<file path="src/rtl/radio_core_pkg.sv">
/*
 * radio core shared definitions
 * bus widths, settings and readback addresses, TX source codes
 */

`default_nettype none

package radio_core_pkg;

   // ------------------------------
   // sizes
   // ------------------------------
   localparam int NUM_DBOARDS    = 2;
   localparam int FP_GPIO_WIDTH  = 12;
   localparam int FP_SRC_WIDTH   = 2;    // source select bits per pin
   localparam int SAMPLE_WIDTH   = 32;   // 16b I over 16b Q
   localparam int SET_ADDR_WIDTH = 8;
   localparam int SET_DATA_WIDTH = 32;
   localparam int RB_DATA_WIDTH  = 64;

   // ------------------------------
   // settings bus map
   // ------------------------------
   localparam logic [SET_ADDR_WIDTH-1:0] SR_DB_BASE      = 8'd160;
   localparam logic [SET_ADDR_WIDTH-1:0] SR_DB_GPIO_OUT  = 8'd0;   // offsets from base
   localparam logic [SET_ADDR_WIDTH-1:0] SR_DB_GPIO_DDR  = 8'd1;
   localparam logic [SET_ADDR_WIDTH-1:0] SR_FP_GPIO_OUT  = 8'd2;
   localparam logic [SET_ADDR_WIDTH-1:0] SR_FP_GPIO_DDR  = 8'd3;
   localparam logic [SET_ADDR_WIDTH-1:0] SR_MISC_OUT     = 8'd4;
   localparam logic [SET_ADDR_WIDTH-1:0] SR_LEDS         = 8'd5;
   localparam logic [SET_ADDR_WIDTH-1:0] SR_TX_SRC       = SR_DB_BASE + 8'd48;

   // readback map
   localparam logic [SET_ADDR_WIDTH-1:0] RB_DB_BASE      = 8'd16;
   localparam logic [SET_ADDR_WIDTH-1:0] RB_DB_STATUS    = RB_DB_BASE + 8'd0;
   localparam logic [SET_ADDR_WIDTH-1:0] RB_FP_STATUS    = RB_DB_BASE + 8'd1;

   // DAC sample source, code 3 acts like zero
   typedef enum logic [1:0] {
      TX_SRC_HOST = 2'd0,
      TX_SRC_LOOP = 2'd1,
      TX_SRC_ZERO = 2'd2
   } tx_src_e;

endpackage

`default_nettype wire

</file>
<file path="src/rtl/db_control.sv">
/*
 * daughterboard control
 * settings registers for GPIO, front panel, misc and LEDs,
 * misc input capture and status readback for one board
 */

`timescale 1ns/1ps
`default_nettype none

module db_control import radio_core_pkg::*; (
   input  wire logic                      i_rst,
   input  wire logic                      radio_clk,
   // settings bus
   input  wire logic                      i_set_stb,
   input  wire logic [SET_ADDR_WIDTH-1:0] i_set_addr,
   input  wire logic [SET_DATA_WIDTH-1:0] i_set_data,
   // readback
   input  wire logic                      i_rb_stb,
   input  wire logic [SET_ADDR_WIDTH-1:0] i_rb_addr,
   output logic                           o_rb_valid,
   output logic [RB_DATA_WIDTH-1:0]       o_rb_data,
   // daughterboard GPIO
   input  wire logic [31:0]               i_db_gpio_in,
   output logic [31:0]                    o_db_gpio_out,
   output logic [31:0]                    o_db_gpio_ddr,
   // front panel GPIO
   input  wire logic [FP_GPIO_WIDTH-1:0]  i_fp_gpio_in,
   output logic [FP_GPIO_WIDTH-1:0]       o_fp_gpio_out,
   output logic [FP_GPIO_WIDTH-1:0]       o_fp_gpio_ddr,
   // misc
   input  wire logic [31:0]               i_misc_in,
   output logic [31:0]                    o_misc_out,
   output logic [2:0]                     o_leds
);

   logic [31:0] leds_r;
   logic [31:0] misc_in_r;

   // ------------------------------
   // settings registers
   // ------------------------------
   always_ff @(posedge radio_clk) begin
      if (i_rst) begin
         o_db_gpio_out <= '0;
         o_db_gpio_ddr <= '0;
         o_fp_gpio_out <= '0;
         o_fp_gpio_ddr <= '0;
         o_misc_out    <= '0;
         leds_r        <= '0;
      end else if (i_set_stb) begin
         case (i_set_addr)
            SR_DB_BASE + SR_DB_GPIO_OUT: o_db_gpio_out <= i_set_data;
            SR_DB_BASE + SR_DB_GPIO_DDR: o_db_gpio_ddr <= i_set_data;
            SR_DB_BASE + SR_FP_GPIO_OUT: o_fp_gpio_out <= i_set_data[FP_GPIO_WIDTH-1:0];
            SR_DB_BASE + SR_FP_GPIO_DDR: o_fp_gpio_ddr <= i_set_data[FP_GPIO_WIDTH-1:0];
            SR_DB_BASE + SR_MISC_OUT:    o_misc_out    <= i_set_data;
            SR_DB_BASE + SR_LEDS:        leds_r        <= i_set_data;
            default: ;                   // not ours, front end decodes its own
         endcase
      end
   end

   assign o_leds = leds_r[2:0];   // {rx, txrx_tx, txrx_rx}

   // misc inputs come straight off the connector
   always_ff @(posedge radio_clk) begin
      misc_in_r <= i_misc_in;
   end

   // ------------------------------
   // readback
   // ------------------------------
   always_ff @(posedge radio_clk) begin
      if (i_rst) begin
         o_rb_valid <= 1'b0;
      end else begin
         o_rb_valid <= i_rb_stb;   // one cycle after the strobe
      end
   end

   always_ff @(posedge radio_clk) begin
      if (i_rb_stb) begin
         case (i_rb_addr)
            RB_DB_STATUS: o_rb_data <= {misc_in_r, i_db_gpio_in};
            RB_FP_STATUS: begin
               o_rb_data <= {{(SET_DATA_WIDTH-FP_GPIO_WIDTH){1'b0}}, i_fp_gpio_in, leds_r};
            end
            default:      o_rb_data <= '0;
         endcase
      end
   end

endmodule

`default_nettype wire

</file>
<file path="src/rtl/fe_data_map.sv">
/*
 * radio front end data mapping for one radio
 * RX pass-through and DAC sample selection from host stream,
 * RX loopback or zero
 */

`timescale 1ns/1ps
`default_nettype none

module fe_data_map import radio_core_pkg::*; (
   input  wire logic                      radio_clk,
   input  wire logic                      i_rst,
   // settings bus, shared with db_control
   input  wire logic                      i_set_stb,
   input  wire logic [SET_ADDR_WIDTH-1:0] i_set_addr,
   input  wire logic [SET_DATA_WIDTH-1:0] i_set_data,
   // ADC side
   input  wire logic [SAMPLE_WIDTH-1:0]   i_rx,
   output logic [SAMPLE_WIDTH-1:0]        o_rx_data,
   // host TX stream
   input  wire logic [SAMPLE_WIDTH-1:0]   i_tx_data,
   input  wire logic                      i_tx_valid,
   output logic                           o_tx_ready,
   // DAC side
   output logic [SAMPLE_WIDTH-1:0]        o_tx
);

   tx_src_e src_r;

   // ------------------------------
   // source register
   // ------------------------------
   always_ff @(posedge radio_clk) begin
      if (i_rst) begin
         src_r <= TX_SRC_HOST;
      end else if (i_set_stb && (i_set_addr == SR_TX_SRC)) begin
         src_r <= tx_src_e'(i_set_data[1:0]);   // low two bits only
      end
   end

   // only the host mode pulls from the stream
   assign o_tx_ready = (src_r == TX_SRC_HOST);

   // ------------------------------
   // sample path
   // ------------------------------
   always_ff @(posedge radio_clk) begin
      if (i_rst) begin
         o_rx_data <= '0;
      end else begin
         o_rx_data <= i_rx;
      end
   end

   // DAC never stalls, an empty stream sends zero
   always_ff @(posedge radio_clk) begin
      if (i_rst) begin
         o_tx <= '0;
      end else begin
         case (src_r)
            TX_SRC_HOST: begin
               if (i_tx_valid && o_tx_ready) begin
                  o_tx <= i_tx_data;
               end else begin
                  o_tx <= '0;       // underrun
               end
            end
            TX_SRC_LOOP: o_tx <= i_rx;
            default:     o_tx <= '0;    // zero and code 3
         endcase
      end
   end

endmodule

`default_nettype wire

</file>
<file path="src/rtl/fp_gpio_mux.sv">
/*
 * front panel GPIO source mux
 * picks daughterboard 0 or 1 per pin for output and direction
 */

`timescale 1ns/1ps
`default_nettype none

module fp_gpio_mux import radio_core_pkg::*; (
   input  wire logic                                  radio_clk,
   input  wire logic                                  i_rst,
   input  wire logic [FP_GPIO_WIDTH*FP_SRC_WIDTH-1:0] i_fp_gpio_src,
   input  wire logic [FP_GPIO_WIDTH-1:0]              i_fp_out [NUM_DBOARDS],
   input  wire logic [FP_GPIO_WIDTH-1:0]              i_fp_ddr [NUM_DBOARDS],
   output logic [FP_GPIO_WIDTH-1:0]                   o_fp_gpio_out,
   output logic [FP_GPIO_WIDTH-1:0]                   o_fp_gpio_ddr
);

   logic [FP_GPIO_WIDTH*FP_SRC_WIDTH-1:0] src_r;

   // input register for the source word
   always_ff @(posedge radio_clk) begin
      if (i_rst) begin
         src_r <= '0;
      end else begin
         src_r <= i_fp_gpio_src;
      end
   end

   // field 0 selects db0, anything else db1
   always_ff @(posedge radio_clk) begin
      if (i_rst) begin
         o_fp_gpio_out <= '0;
         o_fp_gpio_ddr <= '0;
      end else begin
         for (int p = 0; p < FP_GPIO_WIDTH; p++) begin
            if (src_r[FP_SRC_WIDTH*p +: FP_SRC_WIDTH] == '0) begin
               o_fp_gpio_out[p] <= i_fp_out[0][p];
               o_fp_gpio_ddr[p] <= i_fp_ddr[0][p];
            end else begin
               o_fp_gpio_out[p] <= i_fp_out[1][p];
               o_fp_gpio_ddr[p] <= i_fp_ddr[1][p];
            end
         end
      end
   end

endmodule

`default_nettype wire

</file>
<file path="src/rtl/radio_core.sv">
/*
 * radio clock core
 * two daughterboard controls, two front end data maps
 * and the front panel GPIO source mux
 */

`timescale 1ns/1ps
`default_nettype none

module radio_core import radio_core_pkg::*; (
   input  wire logic                                  radio_clk,
   input  wire logic                                  i_rst,
   // settings and readback, one bus per daughterboard
   input  wire logic [NUM_DBOARDS-1:0]                i_set_stb,
   input  wire logic [SET_ADDR_WIDTH-1:0]             i_set_addr [NUM_DBOARDS],
   input  wire logic [SET_DATA_WIDTH-1:0]             i_set_data [NUM_DBOARDS],
   input  wire logic [NUM_DBOARDS-1:0]                i_rb_stb,
   input  wire logic [SET_ADDR_WIDTH-1:0]             i_rb_addr [NUM_DBOARDS],
   output logic [NUM_DBOARDS-1:0]                     o_rb_valid,
   output logic [RB_DATA_WIDTH-1:0]                   o_rb_data [NUM_DBOARDS],
   // daughterboard pins
   input  wire logic [31:0]                           i_db_gpio_in [NUM_DBOARDS],
   output logic [31:0]                                o_db_gpio_out [NUM_DBOARDS],
   output logic [31:0]                                o_db_gpio_ddr [NUM_DBOARDS],
   input  wire logic [31:0]                           i_misc_in [NUM_DBOARDS],
   output logic [31:0]                                o_misc_out [NUM_DBOARDS],
   output logic [2:0]                                 o_leds [NUM_DBOARDS],
   // converters
   input  wire logic [SAMPLE_WIDTH-1:0]               i_rx [NUM_DBOARDS],
   output logic [SAMPLE_WIDTH-1:0]                    o_rx_data [NUM_DBOARDS],
   output logic [SAMPLE_WIDTH-1:0]                    o_tx [NUM_DBOARDS],
   // host TX stream
   input  wire logic [SAMPLE_WIDTH-1:0]               i_tx_data [NUM_DBOARDS],
   input  wire logic [NUM_DBOARDS-1:0]                i_tx_valid,
   output logic [NUM_DBOARDS-1:0]                     o_tx_ready,
   // front panel
   input  wire logic [FP_GPIO_WIDTH*FP_SRC_WIDTH-1:0] i_fp_gpio_src,
   input  wire logic [FP_GPIO_WIDTH-1:0]              i_fp_gpio_in,
   output logic [FP_GPIO_WIDTH-1:0]                   o_fp_gpio_out,
   output logic [FP_GPIO_WIDTH-1:0]                   o_fp_gpio_ddr
);

   // per board front panel requests, resolved by the mux
   logic [FP_GPIO_WIDTH-1:0] fp_out [NUM_DBOARDS];
   logic [FP_GPIO_WIDTH-1:0] fp_ddr [NUM_DBOARDS];

   // ------------------------------
   // per daughterboard slices
   // ------------------------------
   for (genvar d = 0; d < NUM_DBOARDS; d++) begin : g_db
      db_control u_db_control (
         .i_rst(i_rst), .radio_clk(radio_clk),
         .i_set_stb(i_set_stb[d]), .i_set_addr(i_set_addr[d]), .i_set_data(i_set_data[d]),
         .i_rb_stb(i_rb_stb[d]), .i_rb_addr(i_rb_addr[d]),
         .o_rb_valid(o_rb_valid[d]), .o_rb_data(o_rb_data[d]),
         .i_db_gpio_in(i_db_gpio_in[d]),
         .o_db_gpio_out(o_db_gpio_out[d]), .o_db_gpio_ddr(o_db_gpio_ddr[d]),
         .i_fp_gpio_in(i_fp_gpio_in),   // every board sees all panel inputs
         .o_fp_gpio_out(fp_out[d]), .o_fp_gpio_ddr(fp_ddr[d]),
         .i_misc_in(i_misc_in[d]), .o_misc_out(o_misc_out[d]),
         .o_leds(o_leds[d])
      );

      fe_data_map u_fe_data_map (
         .radio_clk(radio_clk), .i_rst(i_rst),
         .i_set_stb(i_set_stb[d]), .i_set_addr(i_set_addr[d]), .i_set_data(i_set_data[d]),
         .i_rx(i_rx[d]), .o_rx_data(o_rx_data[d]),
         .i_tx_data(i_tx_data[d]), .i_tx_valid(i_tx_valid[d]), .o_tx_ready(o_tx_ready[d]),
         .o_tx(o_tx[d])
      );
   end

   // front panel source mux
   fp_gpio_mux u_fp_gpio_mux (
      .radio_clk(radio_clk),
      .i_rst(i_rst),
      .i_fp_gpio_src(i_fp_gpio_src),
      .i_fp_out(fp_out),
      .i_fp_ddr(fp_ddr),
      .o_fp_gpio_out(o_fp_gpio_out),
      .o_fp_gpio_ddr(o_fp_gpio_ddr)
   );

endmodule

`default_nettype wire

</file>
<file path="config.mk">
export PLATFORM = sky130hd
export DESIGN_NAME = radio_core
export DESIGN_NICKNAME = d
export VERILOG_FILES = /design/src/rtl/radio_core_pkg.sv /design/src/rtl/db_control.sv /design/src/rtl/fe_data_map.sv /design/src/rtl/fp_gpio_mux.sv /design/src/rtl/radio_core.sv
export SDC_FILE = /design/constraint.sdc
export NUM_CORES = 1
export LEC_CHECK = 0
export CORE_AREA = 5 5 341 343
export CTS_BUF_LIST = sky130_fd_sc_hd__clkbuf_8 sky130_fd_sc_hd__clkbuf_16
export DETAILED_ROUTE_END_ITERATION = 12
export DIE_AREA = 0 0 346 348
export DONT_BUFFER_PORTS = 1
export HOLD_SLACK_MARGIN = 0.08
export PLACE_DENSITY_LB_ADDON = 0.25
export SLEW_MARGIN = 30
export SYNTH_ARGS = -nofsm -noshare
export SYNTH_HDL_FRONTEND = slang
export SYNTH_SLANG_ARGS = --single-unit
export TNS_END_PERCENT = 30
</file>
<file path="constraint.sdc">
create_clock -name radio_clk -period 1.7 [get_ports radio_clk]
set_input_delay 0.34 -clock radio_clk [delete_from_list [all_inputs] [get_ports radio_clk]]
set_output_delay 0.34 -clock radio_clk [all_outputs]
set_load 0.02 [all_outputs]
</file>
==> impl_metrics.tcl <==
set metrics [dict create \
    utilization 0.3208 \
    wirelength_mm 101.9 \
    finalCritPeriodShare 1.021 \
    clock-sinks 678 \
    p_leak_nw 15.01 \
    grt.total_usage 0.1596 \
    avgSynthCellArea_um2 11.84 \
    async_flop_share 0 \
    synth_edf_count 128 \
    worst_pin_slew_ps 891.6 \
    rsz0062_at_grt "yes" \
    instances_no_fill 4357 \
    dr.first_iter.drc_count 917 \
    dp_slack_ps -225.4 \
    finalClockSkew_ps 20.61 \
    worstHoldEndpoint "g_db[1].u_db_control.o_rb_data[49]" \
    netlist_area_um2 24480 \
    synth_warnings 0 \
    use_met3 0.05315 \
    grt_first_pass_wirelength_mm 142.8 \
    arrival_ps 2300 \
    fin_crit_ps 1735 \
    r2r_start "g_db[1].u_db_control.leds_r[25]" \
    io_pins 878 \
    worstHoldPathType "in2reg" \
    p_per_area_nw_per_um2 1009 \
    synth_nets 2463 \
    ys_ff_latch 678 \
    ant_nets 0 \
    yosysTopAreaCell "dfxtp_1" \
    critPathLaunchType "input pin" \
    criticalPathCategory "in2reg" \
    ff2ff_setup_slack_ps 20 \
    vias 18540 \
    dp_hpwl_mm 69.60 \
    synth_top_area_frac 0.4497 \
    grt_pass1_vias 19920 \
    maxCapViolations 0 \
    core_area_um2 113300 \
    hold_violations 128 \
    critical_path.max_fanout 6 \
    post-route-drc-count 0 \
    fin_ws_ps -35.43 \
    violations "negative hold slack, negative setup slack" \
    end_kind "flip-flop" \
    fin_setup_tns_ps -38.14 \
    place_inst 3498 \
    final_area_um2 36330 \
    max_clock_freq_ghz 0.5762 \
    ys_top_cells_by_area "dfxtp_1 45%, mux2i_1 16%, edfxtp_1 16%, nand2b_1 9.4%, nor2_1 2.6%" \
    tritoncts "built" \
    outcome "finished with violations" \
    placed_area_um2 26480 \
    yosysSeqAreaShare 0.6067 \
    crit_required_ps 2260 \
    grt_use_met1 0.1687 \
    yosys.cell_types.count 33 \
    maxSlewViolCount 0 \
    fp.dieArea_um2 120400 \
    antenna_found_initial 11 \
    nNetsFinal 3168 \
    clock_path_buffers 3 \
    path_clk_slew_ps 60 \
    syn_to_final_growth_pct 48.40 \
    grt_max_degree 374 \
    initial_utilization 0.2162 \
    worstSkewPairLatency_ps 640 \
    grt-ovfl-total 0 \
    io_buffers 0 \
    synthFlopType "dfxtp_1" \
    wire_per_inst_um 23.38 \
    cts_htree_levels 3 \
    r2r-end "g_db[1].u_db_control.leds_r[25]" \
    place_congestion 0.8822 \
    hold_depth 0 \
    vdd_drop_max_mv 0.6316 \
    drt_first_pass_iters 7 \
    holdWs_ps -183.5 \
    worstRegToRegCells 4 \
    numCtsBuffers 81 \
    setup_viol 2 \
    met2_usage 0.2991 \
    rows 124 \
    drive_gt1_frac 0.08316 \
    relSlewSlack 0.4056 \
    syn_inst 2067 \
    hp-start "i_rb_stb[1]" \
    power_mw 36.66 \
    die_y_um 348 \
    fp.dieW_um 346 \
    viasPerCell 4.256 \
    cts_root_buf "clkbuf_16" \
    grt_busiest_layer "met2" \
]
routing by layer:
layer  vias up  part of all wire
li1       8381                 -
met1      9120              0.37
met2       889              0.52
met3       152             0.082
met4         0             0.030
met5         -                 0
how the worst max path moves through the flow:
stage / startpoint / endpoint / slack (ps) / cells past startpoint
after global placement: i_rb_addr[13] / g_db[0].u_db_control.o_rb_data[49] / -230 / 5
final: i_set_addr[11] / g_db[0].u_fe_data_map.src_r[0] / -40 / 6
after CTS: g_db[1].u_fe_data_map.src_r[1] / o_tx_ready[1] / 7 / 2
after detailed placement: i_rb_addr[13] / g_db[0].u_db_control.o_rb_data[3] / -230 / 5
after global routing: i_set_addr[11] / g_db[0].u_fe_data_map.src_r[0] / -50 / 6
after floorplan: i_set_addr[14] / g_db[0].u_db_control.leds_r[21] / 240 / 6
flip-flops by register name, summed over array words and instances (netlist names):
name / count
g_db.u_db_control.leds_r: 64
g_db.u_fe_data_map.o_rx_data: 64
g_db.u_db_control.o_db_gpio_ddr: 64
g_db.u_db_control.misc_in_r: 64
g_db.u_db_control.o_rb_valid: 2
g_db.u_db_control.o_db_gpio_out: 64
u_fp_gpio_mux.o_fp_gpio_ddr: 12
g_db.u_fe_data_map.src_r: 4
u_fp_gpio_mux.src_r: 24
g_db.u_fe_data_map.o_tx: 64
u_fp_gpio_mux.o_fp_gpio_out: 12
g_db.u_db_control.o_fp_gpio_out: 24
g_db.u_db_control.o_rb_data: 128
g_db.u_db_control.o_fp_gpio_ddr: 24
g_db.u_db_control.o_misc_out: 64
synth_stat cells (2+ instances only):
library cell    n
dfxtp_1       550
mux2i_1       392
nand2b_1      368
nor2_1        168
edfxtp_1      128
nor2b_1        92
clkbuf_1       80
a22oi_1        64
and2_1         40
a21oi_1        28
buf_2          26
buf_4          26
nand2_1        26
o21ai_0        24
buf_6           7
nand4_1         6
and3b_1         4
nand4b_1        4
nand4b_2        4
o31ai_1         4
or2_2           4
and4b_1         3
nand3_1         3
and3_1          2
buf_1           2
nor3_1          2
nor3b_1         2
nor4b_1         2
or3b_2          2
placed cells by master (no fill, tap or decap), types with 5 or more instances in the layout:
cell type / count
nor2b_1: 90
mux2i_1: 392
dfxtp_1: 536
nand4_1: 6
buf_4: 34
nand2b_1: 367
nand2_1: 24
dfxtp_2: 12
a21oi_1: 28
edfxtp_1: 128
clkinv_1: 6
dlygate4sd3_1: 682
buf_12: 24
clkbuf_8: 10
o21ai_0: 24
and2_1: 40
diode_2: 7
clkbuf_16: 84
inv_1: 11
dlymetal6s4s_1: 18
nor2_1: 166
clkinv_2: 19
inv_6: 5
a22oi_1: 64
worst max-delay path: stages:
cell and delay (ps):
nor3b_4 390, buf_4 200, nand4_1 80, dlygate4sd3_1 560, a21oi_1 140, dlygate4sd3_1 590
logic make-up (layout without fill, tap and decap cells):
family | Yosys count | in the layout | share of synthesized area
AND/OR/NAND/NOR | 736 | 736 | 0.1725
flip-flops | 678 | 678 | 0.6067
multiplexers | 392 | 392 | 0.1603
buffers and inverters | 141 | 912 | 0.02908
AO/OA/AOI/OAI | 120 | 120 | 0.03148
other | 0 | 7 | 0
where the power goes:
group	internal, mW	switching (mW)	leakage, nW
Sequential	16.8	0.561	5.79
Clock	10.0	7.29	1.36
Combinational	1.19	0.861	7.85
final cells by class:
type / instances / area (µm²)
antenna: 7 / 17.52
clock inverter: 56 / 452.9
tap: 1512 / 1892
timing repair buffer: 763 / 7890
fill: 11220 / 76930
clock buffer: 93 / 2215
sequential: 678 / 14880
multi-input combinational: 1248 / 8990
timing repair:
| action | in CTS | in global routing |
|---|---|---|
| gates resized for setup | 11 | 29 |
| hold buffers | 705 | 1 |
| hold endpoints to repair | 764 | 129 |
| pin swaps | 2 | 0 |
| endpoints found under the setup margin | 2 | 23 |
| gates cloned | 0 | 1 |
| setup buffers | 2 | 0 |
Power figures use the tool's default switching activity.
